==> config.mk <==
export PLATFORM = sky130hd
export DESIGN_NAME = phys_reg_file
export DESIGN_NICKNAME = d
export VERILOG_FILES = /design/src/verilog/rv_dispatch_pkg.sv /design/src/verilog/rv_exec_pkg.sv /design/src/verilog/phys_reg_file.sv
export SDC_FILE = /design/constraint.sdc
export NUM_CORES = 2
export LEC_CHECK = 0
export ABC_CLOCK_PERIOD_IN_PS = 4450
export BUFFER_PORTS_ARGS = -buffer_cell sky130_fd_sc_hd__buf_4
export CAP_MARGIN = 20
export CORE_MARGIN = 2
export CORE_UTILIZATION = 50
export CTS_CLUSTER_SIZE = 16
export DETAILED_ROUTE_END_ITERATION = 8
export PLACE_DENSITY = 0.68
export SLEW_MARGIN = 20
export SYNTH_ARGS = -nofsm -noshare
export SYNTH_HDL_FRONTEND = slang
export SYNTH_SLANG_ARGS = --single-unit
==> constraint.sdc <==
create_clock -name clk -period 4.45 [get_ports clk]
set_input_delay 0.89 -clock clk [delete_from_list [all_inputs] [get_ports clk]]
set_output_delay 0.89 -clock clk [all_outputs]
set_load 0.02 [all_outputs]
==> src/verilog/rv_dispatch_pkg.sv <==
package rv_dispatch_pkg;

    // physical register number, 64 registers
    typedef logic [5:0] preg_t;

    // reorder buffer tag, carried through to the cdb
    typedef logic [5:0] rob_id_t;

    // bit 0 set -> unsigned, bit 1 set -> remainder
    typedef enum logic [1:0] {
        DIV  = 2'b00,
        DIVU = 2'b01,
        REM  = 2'b10,
        REMU = 2'b11
    } div_op_t;

    // one slot of a dispatch group
    typedef struct packed {
        logic    valid;
        div_op_t op;
        preg_t   rs1;
        logic    rs1_ready;
        preg_t   rs2;
        logic    rs2_ready;
        preg_t   rd;
        rob_id_t rob_id;
    } dispatch_slot_t;

    // table entry, valid means occupied
    typedef struct packed {
        logic    valid;
        div_op_t op;
        preg_t   rs1;
        logic    rs1_ready;
        preg_t   rs2;
        logic    rs2_ready;
        preg_t   rd;
        rob_id_t rob_id;
    } rs_entry_t;

    // instruction leaving the table towards the register file
    typedef struct packed {
        logic    valid;
        div_op_t op;
        preg_t   rs1;
        preg_t   rs2;
        preg_t   rd;
        rob_id_t rob_id;
    } issue_t;

endpackage

==> src/verilog/rv_exec_pkg.sv <==
package rv_exec_pkg;

    localparam int XLEN = 32;

    // register file write, used by the outside producer port
    typedef struct packed {
        logic                  valid;
        rv_dispatch_pkg::preg_t preg;
        logic [XLEN-1:0]       data;
    } reg_write_t;

    // issued instruction with its source values
    typedef struct packed {
        logic                     valid;
        rv_dispatch_pkg::div_op_t op;
        rv_dispatch_pkg::preg_t   rd;
        rv_dispatch_pkg::rob_id_t rob_id;
        logic [XLEN-1:0]          src1;
        logic [XLEN-1:0]          src2;
    } operand_t;

    // finished divide, held until the arbiter takes it
    typedef struct packed {
        logic                     valid;
        rv_dispatch_pkg::preg_t   rd;
        rv_dispatch_pkg::rob_id_t rob_id;
        logic [XLEN-1:0]          value;
    } div_result_t;

    // common data bus packet
    typedef struct packed {
        logic                     valid;
        rv_dispatch_pkg::preg_t   rd;
        rv_dispatch_pkg::rob_id_t rob_id;
        logic [XLEN-1:0]          value;
    } cdb_t;

endpackage
==> src/verilog/phys_reg_file.sv <==
`timescale 1ns/1ps

module phys_reg_file #(
    parameter int PREG_COUNT = 64
) (
    input  logic                            clk,
    input  logic                            rst,
    input  rv_exec_pkg::reg_write_t         ext_wr,
    input  rv_exec_pkg::cdb_t               cdb,
    input  rv_dispatch_pkg::issue_t [1:0]   issue,
    output rv_exec_pkg::operand_t [1:0]     operands
);

    logic [rv_exec_pkg::XLEN-1:0] regs [PREG_COUNT];

    // two write ports
    // never the same register in one cycle, outside port only hits non-divide producers
    always_ff @(posedge clk) begin
        if (ext_wr.valid) begin
            regs[ext_wr.preg] <= ext_wr.data;
        end
        if (cdb.valid) begin
            regs[cdb.rd] <= cdb.value;
        end
    end

    // registered operand read, one packet per unit
    // ready bits lead the read by two edges so no bypass is needed
    always_ff @(posedge clk) begin
        if (rst) begin
            operands[0].valid <= 1'b0;
            operands[1].valid <= 1'b0;
        end else begin
            for (int u = 0; u < 2; u++) begin
                operands[u].valid  <= issue[u].valid;
                operands[u].op     <= issue[u].op;
                operands[u].rd     <= issue[u].rd;
                operands[u].rob_id <= issue[u].rob_id;
                operands[u].src1   <= regs[issue[u].rs1];
                operands[u].src2   <= regs[issue[u].rs2];
            end
        end
    end

endmodule

==> metrics.cfg <==
[outcome]
outcome = finished with violations
violations = design-rule violations

[setup_path]
ff2ff_setup_slack_ns = 1.26
crit_required_ns = 5.10
crit_chain = buf_4, nor2b_2, buf_4, a21oi_1, a21oi_1, a221oi_1
path_max_fanout = 22
cp-end-kind = flop
worstSetupPathType = primary input to flop
worst_setup_path_start_kind = primary input
slowest_stage = a21oi_1
worstPathArrival_ns = 4.21
cp_slowest_stage_delay_ns = 1.13

[cells_and_area]
drive_gt1_share_pct = 58.3
multi_input_area_um2 = 84800
register_area_um2 = 66200
fill_cells = 24000
fin_nets = 9929
fin_util_pct = 56.4
areaGrowthSynthToFinish_pct = 12.5

[clocking]
hold_buffers = 0
clkTransAtPathRegs_ns = 0.07
cts_buffers = 242
cts.sinks = 2206
cts_tree = built
cts_resized = 0
insertion_delay_ns = 1.05
cts_buffer_depth = 4
cts_root_buffer = clkbuf_16
cts_htree_levels = 4
post_cts_buffers = 0

[logic_synthesis]
muxShareOfSynthArea_pct = 46.3
avgSynthCellArea_um2 = 16.0
synth_compound_area_share_pct = 5.20
yosys.area_share.simple_pct = 2.00
ys_seq_elements = 2206
synth_top_family_by_area = multiplexers
yosysMostFrequentCell = edfxtp_1
synth_xor_xnor_area_share_pct = 0
syn_area_um2 = 156000
synthTopCellsByArea = edfxtp_1 (42%), mux4_2 (29%), mux2_2 (15%)
yosys_warnings = 0
synth_common_cells = edfxtp_1 (2204), mux2_2 (2077), mux4_2 (2040)
synth_edf_count = 2204
synth_fa_ha_area_share_pct = 0
yosys.area.top_type = edfxtp_1
synth_cells = 9757
yosysUniqueCellTypes = 66
async_reset_ff_share_pct = 0
ys_seq_area_share_pct = 42.4
synth_top_area_share_pct = 42.4
syn-num-nets = 9897
ys.flop_type = edfxtp_1

[floorplanning]
die_x_um = 563
rows = 205
die_height_um = 563
core-area_um2 = 311000
start_util_pct = 50.2
io_pins = 298
dieArea_um2 = 317000

[placement]
io_buffers = 291
place_hpwl_um = 481000
place.gp.congestion = 1.06
pre_cts_ws_ns = 0.394

[timing]
fin_crit_sh_pct = 80.1
fmax_mhz = 280
slew_headroom_pct = 6.06
slew_violations = 0
worst_pin_slew_ns = 1.41
grt_setup_unrepaired = no
setup_slack_ns = 0.884
period_minus_slack_ns = 3.57
fin_skew_ns = 0.0778
hold_violations = 0
setup_viol = 0

[power]
ir_drop_uv = 327
power_density_nw_per_um2 = 316
power.leakage_nw = 56.6

[global_routing]
grt_util_all_layers_pct = 47.2
grt_pass1_wl_um = 1010000
antenna_found_initial = 99
grt_pass1_vias = 115000
grt_remaining_overflow = 0
grt_max_degree = 65

[detailed_routing]
finalWirelength_um = 759000
met3RoutedLength_um = 139000
dr.pass1.iters = 9
wl_per_cell_um = 53.4
top_layer = met5
postRouteAntennaNets = 0
num_vias = 122000
drc = 4
drtIter0Drc = 26700
wl_met2_um = 302000
via_per_inst = 8.58
drt-met1-wl_um = 232000

[worst_hold_path]
holdCritPathClass = primary input to flop

[job]
max_cap_viol_count = 0

==> cell families (layout without fill, tap and decap cells) <==
kind of cell | count (synthesis) | after routing
other cells | 0 | 85
flops | 2206 | 2206
mux | 4402 | 4402
buf+inv | 1379 | 1610
compound gates | 1155 | 1155
simple gates | 615 | 615
==> state kept, by name, indices dropped and copies added, names as in the netlist <==
| signal | flops |
|---|---|
| operands | 158 |
| regs | 2048 |
==> worst paths after layout <==
kind	from	end	depth (start not counted)
setup / recovery	issue[17]	operands[7]$_DFFE_PN_	6
setup reg to reg	regs[38][7]$_DFFE_PP_	operands[7]$_DFFE_PN_	5
hold / removal	issue[29]	operands[145]$_DFFE_PN_	1
hold reg to reg	regs[63][17]$_DFFE_PP_	operands[128]$_DFFE_PN_	4
==> critical path, delay by kind of cell <==
kind	cells	cell delay [ns]
compound gates	3	1.70
buf+inv	2	0.97
simple gates	1	0.61
==> layer usage <==
metal / vias to the layer above / GRT usage [%]
met5: - / 0.783
met4: 67 / 41.0
met3: 3802 / 25.2
met2: 14500 / 62.9
met1: 61500 / 55.0
li1: 42000 / -
==> stage by stage <==
step	hold WS, ns	setup TNS [ns]	power [mW]	instance area (um^2)	std cells
after floorplan	0.870	-10.66	29.8	156000	9757
after global placement	0.975	0	34.0	167000	13700
after detailed placement	1.00	0	34.1	167000	13700
after CTS	0.0423	0	54.7	175000	14100
after global routing	0.0320	0	56.0	175000	14200
final	0.0275	0	55.4	176000	14200
==> cells in the final DEF (no fill, tap or decap), types with 105 or more instances in the layout <==
cell	count
a22oi_1	105
a221oi_1	132
edfxtp_1	2204
a21oi_1	118
mux2_2	2077
buf_12	191
mux4_2	2040
mux2i_1	197
o22ai_1	361
clkbuf_16	244
nor2_1	110
buf_4	957
==> report_power, final <==
| group | switching [mW] | internal, mW |
|---|---|---|
| combinational | 6.35 | 4.24 |
| clock | 9.29 | 11.8 |
| sequential | 0.399 | 23.4 |
==> final cells by class <==
| type | count | share of cell area (%) |
|---|---|---|
| diodes | 85 | 0.121 |
| clock buffers | 291 | 3.58 |
| repair buffers | 1163 | 6.42 |
| multi-input cells | 6172 | 48.3 |
| flip-flops and latches | 2206 | 37.7 |
| inverters | 4 | 0.0128 |
| clock inverters | 152 | 0.932 |
| well taps | 4140 | 2.95 |
No activity file was read; power rests on OpenSTA's default activity.
