## config.mk

```make
export PLATFORM = sky130hd
export DESIGN_NAME = cdb_arbiter
export DESIGN_NICKNAME = d
export VERILOG_FILES = /design/src/verilog/rv_dispatch_pkg.sv /design/src/verilog/rv_exec_pkg.sv /design/src/verilog/cdb_arbiter.sv
export SDC_FILE = /design/constraint.sdc
export NUM_CORES = 1
export LEC_CHECK = 0
export ABC_AREA = 1
export ABC_CLOCK_PERIOD_IN_PS = 3100
export BUFFER_PORTS_ARGS = -buffer_cell sky130_fd_sc_hd__clkbuf_2
export CAP_MARGIN = 20
export CORE_ASPECT_RATIO = 0.8
export CORE_UTILIZATION = 24
export CTS_CLUSTER_DIAMETER = 30
export DETAILED_ROUTE_END_ITERATION = 10
export REMOVE_ABC_BUFFERS = 1
export SYNTH_ARGS = -nofsm -noshare
export SYNTH_HDL_FRONTEND = slang
export SYNTH_SLANG_ARGS = --single-unit
```

## constraint.sdc

```tcl
create_clock -name clk -period 3.1 [get_ports clk]
set_clock_uncertainty 0.05 [all_clocks]
set_input_delay 0.62 -clock clk [delete_from_list [all_inputs] [get_ports clk]]
set_output_delay 0.62 -clock clk [all_outputs]
set_load 0.1 [all_outputs]
```

## src/verilog/rv_dispatch_pkg.sv

```systemverilog
package rv_dispatch_pkg;

    // physical register number, 64 registers
    typedef logic [5:0] preg_t;

    // reorder buffer tag, carried through to the cdb
    typedef logic [5:0] rob_id_t;

    // bit 0 set -> unsigned, bit 1 set -> remainder
    typedef enum logic [1:0] {
        DIV  = 2'b00,
        DIVU = 2'b01,
        REM  = 2'b10,
        REMU = 2'b11
    } div_op_t;

    // one slot of a dispatch group
    typedef struct packed {
        logic    valid;
        div_op_t op;
        preg_t   rs1;
        logic    rs1_ready;
        preg_t   rs2;
        logic    rs2_ready;
        preg_t   rd;
        rob_id_t rob_id;
    } dispatch_slot_t;

    // table entry, valid means occupied
    typedef struct packed {
        logic    valid;
        div_op_t op;
        preg_t   rs1;
        logic    rs1_ready;
        preg_t   rs2;
        logic    rs2_ready;
        preg_t   rd;
        rob_id_t rob_id;
    } rs_entry_t;

    // instruction leaving the table towards the register file
    typedef struct packed {
        logic    valid;
        div_op_t op;
        preg_t   rs1;
        preg_t   rs2;
        preg_t   rd;
        rob_id_t rob_id;
    } issue_t;

endpackage

```

## src/verilog/rv_exec_pkg.sv

```systemverilog
package rv_exec_pkg;

    localparam int XLEN = 32;

    // register file write, used by the outside producer port
    typedef struct packed {
        logic                  valid;
        rv_dispatch_pkg::preg_t preg;
        logic [XLEN-1:0]       data;
    } reg_write_t;

    // issued instruction with its source values
    typedef struct packed {
        logic                     valid;
        rv_dispatch_pkg::div_op_t op;
        rv_dispatch_pkg::preg_t   rd;
        rv_dispatch_pkg::rob_id_t rob_id;
        logic [XLEN-1:0]          src1;
        logic [XLEN-1:0]          src2;
    } operand_t;

    // finished divide, held until the arbiter takes it
    typedef struct packed {
        logic                     valid;
        rv_dispatch_pkg::preg_t   rd;
        rv_dispatch_pkg::rob_id_t rob_id;
        logic [XLEN-1:0]          value;
    } div_result_t;

    // common data bus packet
    typedef struct packed {
        logic                     valid;
        rv_dispatch_pkg::preg_t   rd;
        rv_dispatch_pkg::rob_id_t rob_id;
        logic [XLEN-1:0]          value;
    } cdb_t;

endpackage
```

## src/verilog/cdb_arbiter.sv

```systemverilog
`timescale 1ns/1ps

module cdb_arbiter (
    input  logic                           clk,
    input  logic                           rst,
    input  rv_exec_pkg::div_result_t [1:0] results,
    output logic [1:0]                     grant,
    output logic [1:0]                     unit_release,
    output rv_exec_pkg::cdb_t              cdb
);

    // unit that won the last contested or uncontested grant
    logic last_win;

    always_comb begin
        grant = 2'b00;
        if (results[0].valid && results[1].valid) begin
            // loser of last time goes first
            grant = last_win ? 2'b01 : 2'b10;
        end else if (results[0].valid) begin
            grant = 2'b01;
        end else if (results[1].valid) begin
            grant = 2'b10;
        end
    end

    // table busy flag drops on the same edge the divider lets go
    assign unit_release = grant;

    always_ff @(posedge clk) begin
        if (rst) begin
            cdb.valid <= 1'b0;
            last_win  <= 1'b1;
        end else begin
            cdb.valid  <= |grant;
            cdb.rd     <= grant[1] ? results[1].rd : results[0].rd;
            cdb.rob_id <= grant[1] ? results[1].rob_id : results[0].rob_id;
            cdb.value  <= grant[1] ? results[1].value : results[0].value;
            if (|grant) begin
                last_win <= grant[1];
            end
        end
    end

endmodule

```

==> reports/summary.md <==
For the number of buffers inserted to repair setup after CTS, the log shows 0. The post-layout utilization of the core was 0.352. Total DRC errors in the routed layout: 0.

The final hold violation count came out at 0. The run gives 0.000671 W as the switching power. The wire-length estimate of the detail-placed layout is 3880 microns. The mean instance size in the synthesized netlist is 10.2 sq um, and the area of placed instances is 0.00290 sq mm.

Before antenna repair, the detailed router went through 5 iterations. The transition time at the pin with the least slew margin is 560 ps. 141 I/O pins were placed. The sequential fraction of the synthesis area was 0.653; the switching fraction of total power was 0.401. The detail route stage leaves a number of antenna-violating nets equal to 0.

Together, buffers and inverters on the worst path number 2. The tool flagged a number of max-cap violations equal to 0. Adding up every negative setup slack in the final design gives 0 ps.

The sequential cell fraction of total power is 0.450, and the via count of the first global-routing pass is 1,763. The clock latency on the worst-skew pair was 290 ps; the horizontal die dimension was 106 microns. Dividing total power by cell area gives a power density of 562 mW/mm^2. Routability-driven placement finished with a final weighted congestion of 0.670. Internal power comes to 0.00100 W. After routing the design area is 0.00298 sq mm. Leaving out fill and tap cells, the most frequent cells in the layout are clkbuf_2 (136), nand2_1 (90), nand3_1 (45), edfxtp_1 (44), buf_4 (6). In this run the critical register-to-register path is launched from last_win. The tools report the number of pins with negative max-slew slack in the final report as 0.

The cell area after synthesis is 0.00208 sq mm. During synthesis, Yosys emitted a total of 0 warnings. The largest net degree at the start of global routing was 45. Fraction of final layout cells with drive strength greater than 1: 0.446. Highest net fanout along the worst path: 4.

The critical path is of the in -> out type. Overall fraction of global-route tracks in use: 0.117. The count of filler cells inserted in the layout came out at 883. The clock passes through at most 2 buffers. The detailed router placed 1,879 vias in this run.

For flop-to-flop paths, the worst setup slack is 1770 ps. In this run, placement finished with an instance count of 447. STA classifies the critical path endpoint as an output pin. Critical hold path startpoint: rst. The worst-case IR drop observed on VDD is 0.219 mV.

The category of cells accounting for the largest share of critical-path delay is buffers and inverters. Initial antenna violation count: 0. The run finished with clean final reports. The logs give 30 for the number of cell rows and 0.516 GHz for the timing-limited maximum frequency.

The number of hold buffers added after CTS was 0. The maximum single-stage delay on the critical path works out to 320 ps. The floorplan die height was 85.4 microns. Setup repair after global routing left no endpoint under its margin. The tools report the number of cells produced by synthesis as 205.

The critical path data arrival time is 1270 ps. The starting density of the core was 0.247; the combinational fraction of design power was 0.345. Destination of the worst register-to-register timing path: cdb[2].

Counting cells, the worst reg-to-reg path comes to 5. The run gives 0.628 as the worst-case headroom to the max-slew limit. The first global-routing pass estimated 8360 microns of wire. The count of endpoints failing setup in the final report was 0; the die area was 0.00906 sq mm.

The synthesized netlist contains 12 unique library cells. Number of buffers created by CTS: 5. Share of the cycle needed by the critical path after routing: 0.626. The floorplan step defined a core boundary enclosing 0.00845 sq mm.

The path with the worst hold slack has its endpoint at cdb[44]. The cell at the slowest stage of the critical path is buf_4. On the final layout, the worst hold slack is 457 ps. Combined area of the multi-input logic cells: 593 sq um.

After clock tree synthesis, the clock-pin slew on the worst setup and hold paths is 80 ps. Sequential cell area: 0.00136 sq mm. The via density per instance is 4.13. The proportion of netlist area held by the largest area contributor came out at 0.634. The proportion of power drawn by the clock network is 0.205. The H-tree generated during clock tree synthesis spans 2 levels.

Data on the critical path is required at its endpoint by 2430 ps. edfxtp_1 takes more of the synthesized area than any other cell. In the final routed layout, each cell accounts on average for 11.6 microns.

The library cell used most frequently in the layout, excluding fill and tap cells, is clkbuf_2. In this run, post-CTS repair resized a total of 0 instances. Global routing finished with a remaining overflow of 0. The number of buffers inserted by port buffering was 140. CTS placed an instance of clkbuf_8 at the clock tree root. For the leakage dissipation, the log shows 1.54 nW. In the post-synthesis netlist, the biggest area contributors are edfxtp_1 (63%), nand2_1 (16%), nand3_1 (11%), buf_4 (2.2%), buf_6 (2.2%). CTS saw 46 sinks.

The hold path depth is 2. For this block, the initial DRC count from the detailed router was 84. The final standard cell count with taps included and fillers excluded was 455; the relative area change from synthesis to final layout was 42.7%. Wires add up to 5260 microns. In this run, synthesis produced a sequential element count of 46. Number of antenna repair diodes: 0. The worst setup path is launched from an input pin. Subtracting the final worst setup slack from the clock period gives 1940 ps. The type of the most critical hold path was in -> reg. In the final design database the tool counted 434 nets. TritonCTS built the clock tree.

Traced cell by cell, the critical path runs through clkbuf_2, a21oi_1, buf_4.
## synth_stat cells
master    number
nand2_1       90
a21oi_1        1
buf_6          4
buf_4          6
nand2_4        1
nand3_1       45
nor2_1         2
dfxtp_1        2
edfxtp_1      44
buf_2          5
inv_1          4
nand2_2        1
## worst max path at each step
stage                start               to  slack (ps)  cells after the start
6_report       results[89]  unit_release[0]        1160                      3
5_1_grt        results[44]         grant[0]        1110                      4
2_1_floorplan  results[44]         grant[0]       -1090                      2
3_5_place_dp   results[89]  unit_release[0]        1150                      3
3_3_place_gp   results[89]         grant[0]        1160                      3
4_1_cts        results[89]  unit_release[0]        1150                      3
## power by group through the flow
| stage | clock, W | sequential [W] | combinational (W) |
|---|---|---|---|
| after floorplan | 0 | 0.00109 | 0.000105 |
| after global placement | 0 | 0.000766 | 0.000577 |
| after detailed placement | 0 | 0.000767 | 0.000581 |
| after CTS | 0.000367 | 0.000753 | 0.000582 |
| after global routing | 0.000389 | 0.000757 | 0.000608 |
| final | 0.000344 | 0.000752 | 0.000577 |
## cell families after synthesis
group,synth area share
AO/OA/AOI/OAI,0.00240
buffers and inverters,0.0624
AND/OR/NAND/NOR,0.282
flip-flops,0.653
## stage by stage
stage | power, W | setup slack, ps
2_1_floorplan | 0.00120 | -1090
3_3_place_gp | 0.00134 | 1160
3_5_place_dp | 0.00135 | 1150
4_1_cts | 0.00170 | 1150
5_1_grt | 0.00175 | 1110
6_report | 0.00167 | 1160
## layout make-up
class | count | area share
clock buffers | 5 | 0.0231
clock inverters | 3 | 0.00378
inverters | 4 | 0.00505
multi-input cells | 140 | 0.199
flip-flops and latches | 46 | 0.458
well taps | 112 | 0.0471
repair buffers | 145 | 0.264
## layer usage
| metal | part of all wire | track usage | up-vias |
|---|---|---|---|
| li1 | - | - | 959 |
| met1 | 0.48 | 0.157 | 820 |
| met2 | 0.44 | 0.187 | 93 |
| met3 | 0.077 | 0.0315 | 7 |
| met4 | 0.0091 | 0.0341 | 0 |
| met5 | 0 | 0 | - |
## flip-flops by register name, summed over array words and instances (netlist names)
name      count
cdb          45
last_win      1
Power figures use the tool's default switching activity.
